[config.mk]
export PLATFORM = sky130hd
export DESIGN_NAME = permuteTop
export DESIGN_NICKNAME = d
export VERILOG_FILES = /design/src/hw/mbfPkg.sv /design/src/hw/permutePkg.sv /design/src/hw/permuteReqIf.sv /design/src/hw/botInputFifo.sv /design/src/hw/permutGenerator.sv /design/src/hw/permute67.sv /design/src/hw/permuteTop.sv /design/src/hw/varSwapStage.sv
export SDC_FILE = /design/constraint.sdc
export NUM_CORES = 1
export LEC_CHECK = 0
export CORE_MARGIN = 2
export CORE_UTILIZATION = 52
export CTS_BUF_LIST = sky130_fd_sc_hd__clkbuf_16
export DETAILED_ROUTE_END_ITERATION = 10
export DONT_BUFFER_PORTS = 1
export PLACE_DENSITY_LB_ADDON = 0.25
export SLEW_MARGIN = 20
export SYNTH_ARGS = -nofsm -noshare
export SYNTH_HDL_FRONTEND = slang
export SYNTH_SLANG_ARGS = --single-unit
[constraint.sdc]
create_clock -name clk -period 15 [get_ports clk]
set_input_delay 0.75 -clock clk [delete_from_list [all_inputs] [get_ports clk]]
set_output_delay 0.75 -clock clk [all_outputs]
set_load 0.005 [all_outputs]
[src/hw/mbfPkg.sv]
// truth table layout for 7-variable monotone Boolean functions
package mbfPkg;

    // number of input variables of one function
    localparam int numVars = 7;

    // one truth-table bit per input combination, bit x holds f(x)
    localparam int mbfBits = 1 << numVars;

    // address bit i of a truth-table index is variable i
    typedef logic [mbfBits-1:0] mbfWord;

endpackage

[src/hw/permutePkg.sv]
// permutation series description shared by generator and datapath
package permutePkg;

    // selects a variable 0..6, wide enough for 1+p6 as well
    typedef logic [2:0] varIndex;

    // p7 picks the partner of variable 0, counts 6 down to 0
    localparam varIndex permut7Max = 3'd6;

    // p6 picks partner 1+p6 of variable 1, counts 5 down to 0
    localparam varIndex permut6Max = 3'd5;

    // outputs per function
    localparam int permsPerBot = (int'(permut7Max) + 1) * (int'(permut6Max) + 1);

    // input FIFO holds 1 << fifoDepthLog2 functions
    localparam int fifoDepthLog2 = 2;

    typedef enum logic {
        genIdle,
        genPermuting
    } genState;

endpackage

[src/hw/permuteReqIf.sv]
`timescale 1ns/1ps

// one permutation request per advancing cycle, generator to datapath
interface permuteReqIf
    import mbfPkg::*, permutePkg::*;
();

    mbfWord  reqBot;   // function being permuted
    varIndex permut7;
    varIndex permut6;
    logic    reqValid;
    logic    reqLast;  // final request of a series
    logic    advance;  // whole pipeline steps when high

    modport gen (
        output reqBot,
        output permut7,
        output permut6,
        output reqValid,
        output reqLast,
        input  advance
    );

    modport dp (
        input  reqBot,
        input  permut7,
        input  permut6,
        input  reqValid,
        input  reqLast,
        output advance
    );

endinterface

[src/hw/botInputFifo.sv]
`timescale 1ns/1ps

module botInputFifo
    import mbfPkg::*, permutePkg::*;
(
    input  logic   clk,
    input  logic   rst,
    input  mbfWord inBot,
    input  logic   inValid,
    output logic   inReady,
    output mbfWord fifoBot,
    output logic   fifoValid,
    input  logic   fifoReady
);

    localparam int fifoDepth = 1 << fifoDepthLog2;

    mbfWord mem [fifoDepth];

    logic [fifoDepthLog2-1:0] wrPtr;
    logic [fifoDepthLog2-1:0] rdPtr;
    logic [fifoDepthLog2:0]   count;  // one extra bit to tell full from empty
    logic                     doWrite;
    logic                     doRead;

    assign inReady   = (count != (fifoDepthLog2+1)'(fifoDepth));
    assign fifoValid = (count != '0);
    assign fifoBot   = mem[rdPtr];

    assign doWrite = inValid && inReady;
    assign doRead  = fifoValid && fifoReady;

    // pointers wrap naturally at the power-of-two depth
    always_ff @(posedge clk) begin
        if (rst) begin
            wrPtr <= '0;
            rdPtr <= '0;
            count <= '0;
        end else begin
            if (doWrite) begin
                wrPtr <= wrPtr + 1'b1;
            end
            if (doRead) begin
                rdPtr <= rdPtr + 1'b1;
            end
            case ({doWrite, doRead})
                2'b10:   count <= count + 1'b1;
                2'b01:   count <= count - 1'b1;
                default: count <= count; // both or neither
            endcase
        end
    end

    always_ff @(posedge clk) begin
        if (doWrite) begin
            mem[wrPtr] <= inBot;
        end
    end

endmodule

[src/hw/permutGenerator.sv]
`timescale 1ns/1ps

module permutGenerator
    import mbfPkg::*, permutePkg::*;
(
    input  logic     clk,
    input  logic     rst,
    input  mbfWord   fifoBot,
    input  logic     fifoValid,
    output logic     fifoReady,
    permuteReqIf.gen req
);

    genState state;
    mbfWord  curBot;   // function of the running series
    varIndex p7;
    varIndex p6;
    logic    seriesEnd;
    logic    permuting;
    logic    take;

    assign permuting = (state == genPermuting);
    assign seriesEnd = (p7 == '0) && (p6 == '0);

    assign req.reqBot   = curBot;
    assign req.permut7  = p7;
    assign req.permut6  = p6;
    assign req.reqValid = permuting;
    assign req.reqLast  = permuting && seriesEnd;

    // a new function fits only when idle or when the last request leaves now
    assign fifoReady = !permuting || (seriesEnd && req.advance);
    assign take      = fifoReady && fifoValid;

    always_ff @(posedge clk) begin
        if (rst) begin
            state <= genIdle;
            p7    <= permut7Max;
            p6    <= permut6Max;
        end else if (take) begin
            // back-to-back series, no idle cycle in between
            state <= genPermuting;
            p7    <= permut7Max;
            p6    <= permut6Max;
        end else if (permuting && req.advance) begin
            if (seriesEnd) begin
                state <= genIdle;
            end else if (p7 == '0) begin
                p7 <= permut7Max;       // inner loop wraps
                p6 <= p6 - 3'd1;
            end else begin
                p7 <= p7 - 3'd1;
            end
        end
    end

    always_ff @(posedge clk) begin
        if (take) begin
            curBot <= fifoBot;
        end
    end

endmodule

[src/hw/permute67.sv]
`timescale 1ns/1ps

module permute67
    import mbfPkg::*, permutePkg::*;
(
    input  logic       clk,
    input  logic       rst,
    permuteReqIf.dp    req,
    output mbfWord     outBot,
    output logic       outValid,
    output logic       outLast,
    input  logic       outReady
);

    mbfWord  stage1Bot;
    varIndex permut6D;   // p6 delayed to meet its own data
    varIndex stage2Idx;
    logic    valid1;
    logic    last1;

    // full stall, nothing moves unless the consumer takes data
    assign req.advance = outReady;

    assign stage2Idx = permut6D + 3'd1;

    varSwapStage #(.fixedVar(0)) swap0 (
        .clk     (clk),
        .swapIdx (req.permut7),
        .enable  (req.advance),
        .dataIn  (req.reqBot),
        .dataOut (stage1Bot)
    );

    varSwapStage #(.fixedVar(1)) swap1 (
        .clk     (clk),
        .swapIdx (stage2Idx),
        .enable  (req.advance),
        .dataIn  (stage1Bot),
        .dataOut (outBot)
    );

    always_ff @(posedge clk) begin
        if (rst) begin
            valid1   <= 1'b0;
            outValid <= 1'b0;
        end else if (req.advance) begin
            valid1   <= req.reqValid;
            outValid <= valid1;
        end
    end

    always_ff @(posedge clk) begin
        if (req.advance) begin
            permut6D <= req.permut6;
            last1    <= req.reqLast;
            outLast  <= last1;
        end
    end

endmodule

[src/hw/permuteTop.sv]
`timescale 1ns/1ps

module permuteTop
    import mbfPkg::*;
(
    input  logic   clk,
    input  logic   rst,
    input  mbfWord inBot,
    input  logic   inValid,
    output logic   inReady,
    output mbfWord outBot,
    output logic   outValid,
    input  logic   outReady,
    output logic   outLast
);

    mbfWord fifoBot;
    logic   fifoValid;
    logic   fifoReady;

    permuteReqIf req ();

    botInputFifo inFifo (
        .clk       (clk),
        .rst       (rst),
        .inBot     (inBot),
        .inValid   (inValid),
        .inReady   (inReady),
        .fifoBot   (fifoBot),
        .fifoValid (fifoValid),
        .fifoReady (fifoReady)
    );

    permutGenerator gen (
        .clk       (clk),
        .rst       (rst),
        .fifoBot   (fifoBot),
        .fifoValid (fifoValid),
        .fifoReady (fifoReady),
        .req       (req.gen)
    );

    // two swap stages, variable 0 first then variable 1
    permute67 dp (
        .clk      (clk),
        .rst      (rst),
        .req      (req.dp),
        .outBot   (outBot),
        .outValid (outValid),
        .outLast  (outLast),
        .outReady (outReady)
    );

endmodule

[src/hw/varSwapStage.sv]
`timescale 1ns/1ps

module varSwapStage
    import mbfPkg::*, permutePkg::*;
#(
    parameter int fixedVar = 0
) (
    input  logic    clk,
    input  varIndex swapIdx,
    input  logic    enable,
    input  mbfWord  dataIn,
    output mbfWord  dataOut
);

    // truth-table index x with address bits a and b exchanged
    function automatic int swapAddr(input int x, input int a, input int b);
        int bitA;
        int bitB;
        int r;
        bitA = (x >> a) & 1;
        bitB = (x >> b) & 1;
        r = x & ~((1 << a) | (1 << b));
        r = r | (bitA << b) | (bitB << a);
        return r;
    endfunction

    mbfWord swapped [numVars];

    for (genvar p = 0; p < numVars; p++) begin : gPartner
        if (p == fixedVar) begin : gSelf
            assign swapped[p] = dataIn;  // swap with itself
        end else begin : gSwap
            for (genvar x = 0; x < mbfBits; x++) begin : gBit
                localparam int srcBit = swapAddr(x, fixedVar, p);
                assign swapped[p][x] = dataIn[srcBit];
            end
        end
    end

    always_ff @(posedge clk) begin
        if (enable) begin
            // indices past the last variable never occur, pass data then
            dataOut <= (int'(swapIdx) < numVars) ? swapped[swapIdx] : dataIn;
        end
    end

endmodule

* Word-level counts from Yosys, hierarchy flattened
Memory sizes are Yosys's and may differ from the RTL's. A register that Yosys moved wholly into a read port is not among the register bits. Cells that the tools add are included.
Storage, ports and cells: memories 1, word-level logic and storage cells 64, RAM bits 512, register bits 277
Memories:
- inFifo.mem | depth 4, bits a word 128, rd ports 1, clocked after memory_dff 1, wr ports 1, line botInputFifo.sv:18 | mbfWord mem [fifoDepth];
Cells by class: magnitude comparators 4, equal/unequal tests 3, $add $sub $neg 7, reductions and logical operators 18, multiplexer cells 15, bitwise logic cells 3
Operator list (count):
- binary-select mux 128 bit (select 3 bit) | 2
- two-way mux 128 bit | 6
- subtractor 3 x 1 -> 3 bit, second input constant | 3
- >= comparator 4 bit, second input constant | 2
- inverter 3 -> 4 bit | 2
- adder 3 x 1 -> 3 bit, second input constant | 2
- logical AND 1 bit | 6
- zero test 3 bit | 2
- < comparator 3 bit, second input constant | 2
- case mux 3 bit (2 select lines) | 1
- nonzero test 2 bit | 3
- two-way mux 1 bit | 5
- adder 2 x 1 -> 2 bit, second input constant | 2
- AND reduction 2 bit | 2
- two-way mux 3 bit | 1
- inequality test 3 bit, second input constant | 1
- AND reduction 3 bit | 1
- nonzero test 3 bit | 1
- == test 2 x 1 -> 1 bit, second input constant | 1
- == test 2 bit, second input constant | 1
- OR reduction 2 bit | 1
- zero test 1 bit | 1
- logical OR 1 bit | 1
- inverter 1 bit | 1

* Logic depth before layout (Yosys ltp)
depth after elaboration 7, mapped depth 14, depth with buffers taken out 11

* By module
From an unflattened synthesis, not the netlist that was laid out.
Second synthesis, totals: cells, all modules 2669, area, all modules 41309.6 sq um
Modules (own cells, without submodules):
- botInputFifo | instances 1, cells an instance 720, sequential area each 15554.9 sq um, area an instance 19048.3 sq um
- varSwapStage at dp.swap0 | instances 1, cells an instance 909, sequential area each 3843.7 sq um, area an instance 9006.1 sq um
- varSwapStage at dp.swap1 | instances 1, cells an instance 852, sequential area each 3843.7 sq um, area an instance 8739.6 sq um
- permutGenerator | instances 1, cells an instance 173, sequential area each 3983.8 sq um, area an instance 4265.3 sq um
- permute67 | instances 1, cells an instance 15, sequential area each 190.2 sq um, area an instance 250.2 sq um

* Worst setup path before layout
Ideal clock, no wire load.
path kind flip-flop to flip-flop, start reg gen.p7[0] (netlist: gen.req.permut7[0]), end reg inFifo.count[2], data arrival time 9.049 ns, period minus slack after synthesis 9.120 ns, required time 14.929 ns, cell stages (with the launch flop) 15, path buffers 3, setup slack 5.880 ns, path through dfxtp_1 buf_4 inv_2 buf_2 buf_1 ha_1 nor2b_1 a31oi_1 nor2_1 ha_1 inv_1 fa_1 xor2_1 or3_1 a21oi_1
On the way: cells in the longest elaborated chain, start to end 7, elaborated cells between the ends (all ways) 9
RTL lines:
- from (decl) | line permutGenerator.sv:16 | varIndex p7;
- from (signal assigned) | line permutGenerator.sv:38 | p7 <= permut7Max;
- from (signal assigned) | line permutGenerator.sv:43 | p7 <= permut7Max;
- from (signal assigned) | line permutGenerator.sv:49 | p7 <= permut7Max;
- zero test 3 bit * | line permutGenerator.sv:23 | assign seriesEnd = (p7 == '0) && (p6 == '0);
- logical AND 1 bit * | line permutGenerator.sv:23
- logical AND 1 bit * | line permutGenerator.sv:32 | assign fifoReady = !permuting || (seriesEnd && req.advance);
- logical OR 1 bit * | line permutGenerator.sv:32
- logical AND 1 bit *
- via gen.take | line permutGenerator.sv:20 | logic take;
- == test 2 x 1 -> 1 bit or == test 2 bit (tied branches) | line botInputFifo.sv:46 | case ({doWrite, doRead})
- case mux 3 bit (2 select lines) or nonzero test 2 bit (tied branches)
- to (signal assigned) | line botInputFifo.sv:47 | 2'b10: count <= count + 1'b1;
- to (signal assigned) | line botInputFifo.sv:48 | 2'b01: count <= count - 1'b1;
- to (signal assigned) | line botInputFifo.sv:49 | default: count <= count;
- to (decl) | line botInputFifo.sv:22 | logic [fifoDepthLog2:0] count;
Mark *: on every way through the listed nets, which the timed path passes. The rest lies on a longest branch. A chain may end at the register's enable or synchronous reset.

* Worst setup path in the final report
start reg dp.permut6D[0], end reg dp.swap1.dataOut[39] (data pin)
On the way: cells in the longest elaborated chain, start to end 6, elaborated cells between the ends (all ways) 7
RTL lines:
- from (decl) | line permute67.sv:16 | varIndex permut6D;
- from (signal assigned) | line permute67.sv:54 | permut6D <= req.permut6;
- adder 3 x 1 -> 3 bit * | line permute67.sv:24 | assign stage2Idx = permut6D + 3'd1;
- inverter 3 -> 4 bit (not written as such) | line varSwapStage.sv:43 | dataOut <= (int'(swapIdx) < numVars) ? swapped[swapIdx] : dataIn;
- binary-select mux 128 bit (select 3 bit) | line varSwapStage.sv:43
- two-way mux 128 bit (not written as such) (2 in a row) | line varSwapStage.sv:43
- two-way mux 128 bit * | line varSwapStage.sv:43
- to (signal assigned) | line varSwapStage.sv:43
- to (decl) | line varSwapStage.sv:12 | output mbfWord dataOut
Mark *: on every way between the ends. The rest lies on a longest branch, timed or not. The select of a mux whose other input is x is not followed.

==> PnR_summary.wiki <==
{| class="wikitable"
! Metric !! Value
|-
| Status || finished, final reports clean
|-
| Wire length of the first global-routing pass || 162000 um
|-
| Inserted Clock Buffers || between 90 and 100
|-
| Clock network latency to the later pin of the worst-skew pair || ~0.67 ns
|-
| Final Routed Wirelength || around 110000 um
|-
| CTS tree || built
|-
| GR peak layer || met2
|-
| Share of the cycle needed by the critical path after routing || 0.267
|-
| Share of layout cells above drive strength 1 || 0.144
|-
| Number of unique standard cell types used by synthesis || 68
|-
| Grt met3 use || 0.0596
|-
| Vert. Die Dim || between 200 and 300 um
|-
| Setup repair after global routing missed its margin || no
|-
| Sequential element share of the synthesized area || 0.673
|-
| Clock edge transition at the registers on the reported setup and hold paths || approximately 0.06 ns
|-
| Layout Cell Area excl Fill || about 44000 um^2
|-
| Starting Density || 0.525
|-
| Routed vias/inst || around 6.5
|-
| DR WL/cell || 29.7 um
|-
| Number of synthesized flops with an enable pin || 901
|-
| Number of input and output port buffers inserted || 0
|-
| Terminus of the critical flop-to-flop path || dp.swap1.dataOut[39]
|-
| DP HPWL || between 70000 and 80000 um
|-
| Arrival time reported for the critical path endpoint || ~4.4 ns
|-
| Met1 capacity usage during global routing || 0.398
|-
| Total Nets Final || 2777
|-
| Core utilization of the finished layout || 0.572
|-
| Die extent in x || about 280 um
|-
| Clock period minus final worst setup slack || between 4 and 5 ns
|-
| Global-route usage over all layers || 0.274
|-
| Largest net degree at the start of global routing || between 200 and 300
|-
| Post-Place Setup Slack || 10.88 ns
|-
| Top Ports || ~260
|-
| Antenna violations before repair || 2
|-
| Root buffer selected by CTS || sky130_fd_sc_hd__clkbuf_16
|-
| Startpoint of the worst register-to-register path || dp.permut6D[0]
|-
| Synthesized netlist net count || 2851
|-
| Max-slew violations || 0
|-
| Average instance area after synthesis || 15.0 um^2
|-
| Setup-violating endpoint count in the final report || 0
|-
| Kind of capture point of the worst setup path || register
|-
| Number of global-route vias before repair || around 23000
|-
| Fin. Hold Viols || 0
|-
| Total setup buffers inserted after CTS || 0
|-
| Ys async rst share || 0
|-
| Number of H-tree levels || 3
|-
| DP Area || just over 40000 um^2
|-
| Violation count after the first detailed-route iteration || between 3000 and 4000
|-
| Worst hold path depth || 1
|-
| Max VDD drop || 0.139 mV
|-
| Via count || ~24000
|-
| Syn. warnings || 0
|-
| Number of hold buffers added after CTS || 0
|-
| Synth Cell Area || about 40000 um^2
|-
| Area growth from synthesis to layout || 8.80%
|-
| Max Clock Freq || between 200 and 250 MHz
|-
| Worst Setup SP || dp.permut6D[0]
|-
| Most common cell after layout, fill and taps aside || sky130_fd_sc_hd__edfxtp_1
|-
| Cts repair resizes || 0
|-
| Worst min-delay path class || input port to register
|-
| Number of sinks driven by the clock tree || roughly 920
|-
| Final sum of negative setup slack || 0 ns
|-
| Antenna Nets Post-Route || 0
|-
| Remaining max-slew budget at the tightest pin || 0.186
|-
| Required time reported for the critical path endpoint || about 15 ns
|-
| Most instantiated flip-flop cell in the synthesis netlist || sky130_fd_sc_hd__edfxtp_1
|-
| PnR Total Power || around 8400 uW
|-
| Number of placement rows || a little over 100
|-
| PnR worst setup slack || ~11 ns
|-
| Routability congestion estimate || ~0.98
|-
| Largest buffer count on any clock path || 3
|-
| Commonest non-fill, non-tap cells in the layout || sky130_fd_sc_hd__edfxtp_1 (901), sky130_fd_sc_hd__nand2_1 (263), sky130_fd_sc_hd__mux4_2 (164)
|-
| Worst setup path endpoint || dp.swap1.dataOut[39]
|-
| Maximum Capacitance Violations || 0
|-
| Count of inserted antenna diode cells || 0
|-
| Router iterations before antenna repair || 6
|-
| Met2 Usage GRT || 0.411
|-
| Register bit count reported by yosys || between 900 and 1000
|-
| Cell count after synthesis || between 2000 and 3000
|-
| Power per cell area || about 190 nW/um^2
|-
| Leakage || 0.0149 uW
|-
| Skew final || between 0.02 and 0.03 ns
|-
| Post-route DRC || 0
|-
| Worst-case reg-to-reg path depth || 7
|-
| Total grt overflow || 0
|-
| Core area || slightly below 80000 um^2
|-
| Kind of critical path || register to register
|-
| Max Fanout on Critical Path || 195
|-
| Die area || between 80000 and 90000 um^2
|-
| Transition time at the pin with the least slew margin || between 1 and 1.5 ns
|-
| Register-to-register setup slack || ~11 ns
|-
| Launching element type of the critical path || register
|}
## metal layers
metal	routed length (um)	vias to the layer above	share of wire
met5	0	-	0
met4	4470	0	0.040
met3	10200	217	0.091
met2	51200	1365	0.46
met1	45400	12300	0.41
li1	-	10600	-
## power breakdown
part / internal (uW) / total [uW] / switching (uW)
Clock: 1210 / 2160 / 953
Combinational: 799 / 1880 / 1080
Sequential: 3620 / 4400 / 773
Total: 5630 / 8430 / 2800
## cell usage after synthesis (all sizes together), types with 40 or more instances
master,instances,area (um^2)
a21oi,153,766
a31oi,40,250
buf,145,732
clkbuf,57,215
edfxtp,901,27100
mux2,40,450
mux2i,148,1480
mux4,164,3690
nand2,263,987
nor2,151,567
o21ai,166,831
o22ai,40,250
## area by class of cell
cell class / instances / area (um^2)
fillers: 5979 / 33200
flip-flops and latches: 917 / 27400
multi-input cells: 1562 / 12400
clock buffers: 94 / 2350
well taps: 1040 / 1300
clock inverters: 68 / 505
repair buffers: 33 / 273
inverters: 27 / 101
## how the worst min path moves through the flow
| stage | startpoint | to |
|---|---|---|
| 6_report | rst | inFifo.wrPtr[0] |
| 5_1_grt | rst | inFifo.rdPtr[1] |
| 4_1_cts | rst | inFifo.wrPtr[0] |
| 3_5_place_dp | dp.swap0.dataOut[127] | dp.swap1.dataOut[127] |
| 3_3_place_gp | gen.req.reqBot[0] | dp.swap0.dataOut[0] |
| 2_1_floorplan | dp.last1 | dp.outLast |
## flip-flops by register name, indices dropped and copies added, names as in the netlist, 3 cells and up
register,count
gen.req.reqBot,128
gen.req.permut6,3
inFifo.mem,512
dp.swap0.dataOut,128
gen.req.permut7,3
dp.permut6D,3
dp.swap1.dataOut,128
inFifo.count,3
## worst max-delay path, cell delays in order (launching register included)
cell and delay [ns]:
sky130_fd_sc_hd__edfxtp_1 0.37, sky130_fd_sc_hd__buf_12 0.49, sky130_fd_sc_hd__ha_4 0.87, sky130_fd_sc_hd__buf_4 0.81, sky130_fd_sc_hd__nor2b_1 0.47, sky130_fd_sc_hd__nand2_1 0.29, sky130_fd_sc_hd__o22ai_1 0.28, sky130_fd_sc_hd__nor2_1 0.07
## per-stage QoR
stage               hold WS, ns  cells
floorplan                 0.400   2708
global placement          0.405   3579
detailed placement        0.409   3579
CTS                       0.116   3741
global route              0.123   3741
finish                    0.148   3741
## cells by family after synthesis
group	after synthesis	share of synthesized area
mux	352	0.138
xor+xnor	10	0.00234
fa+ha+maj	11	0.00357
simple gates	579	0.0619
compound gates	610	0.0957
flops	917	0.673
buf+inv	229	0.0258
(Power assumes the default switching activity.)
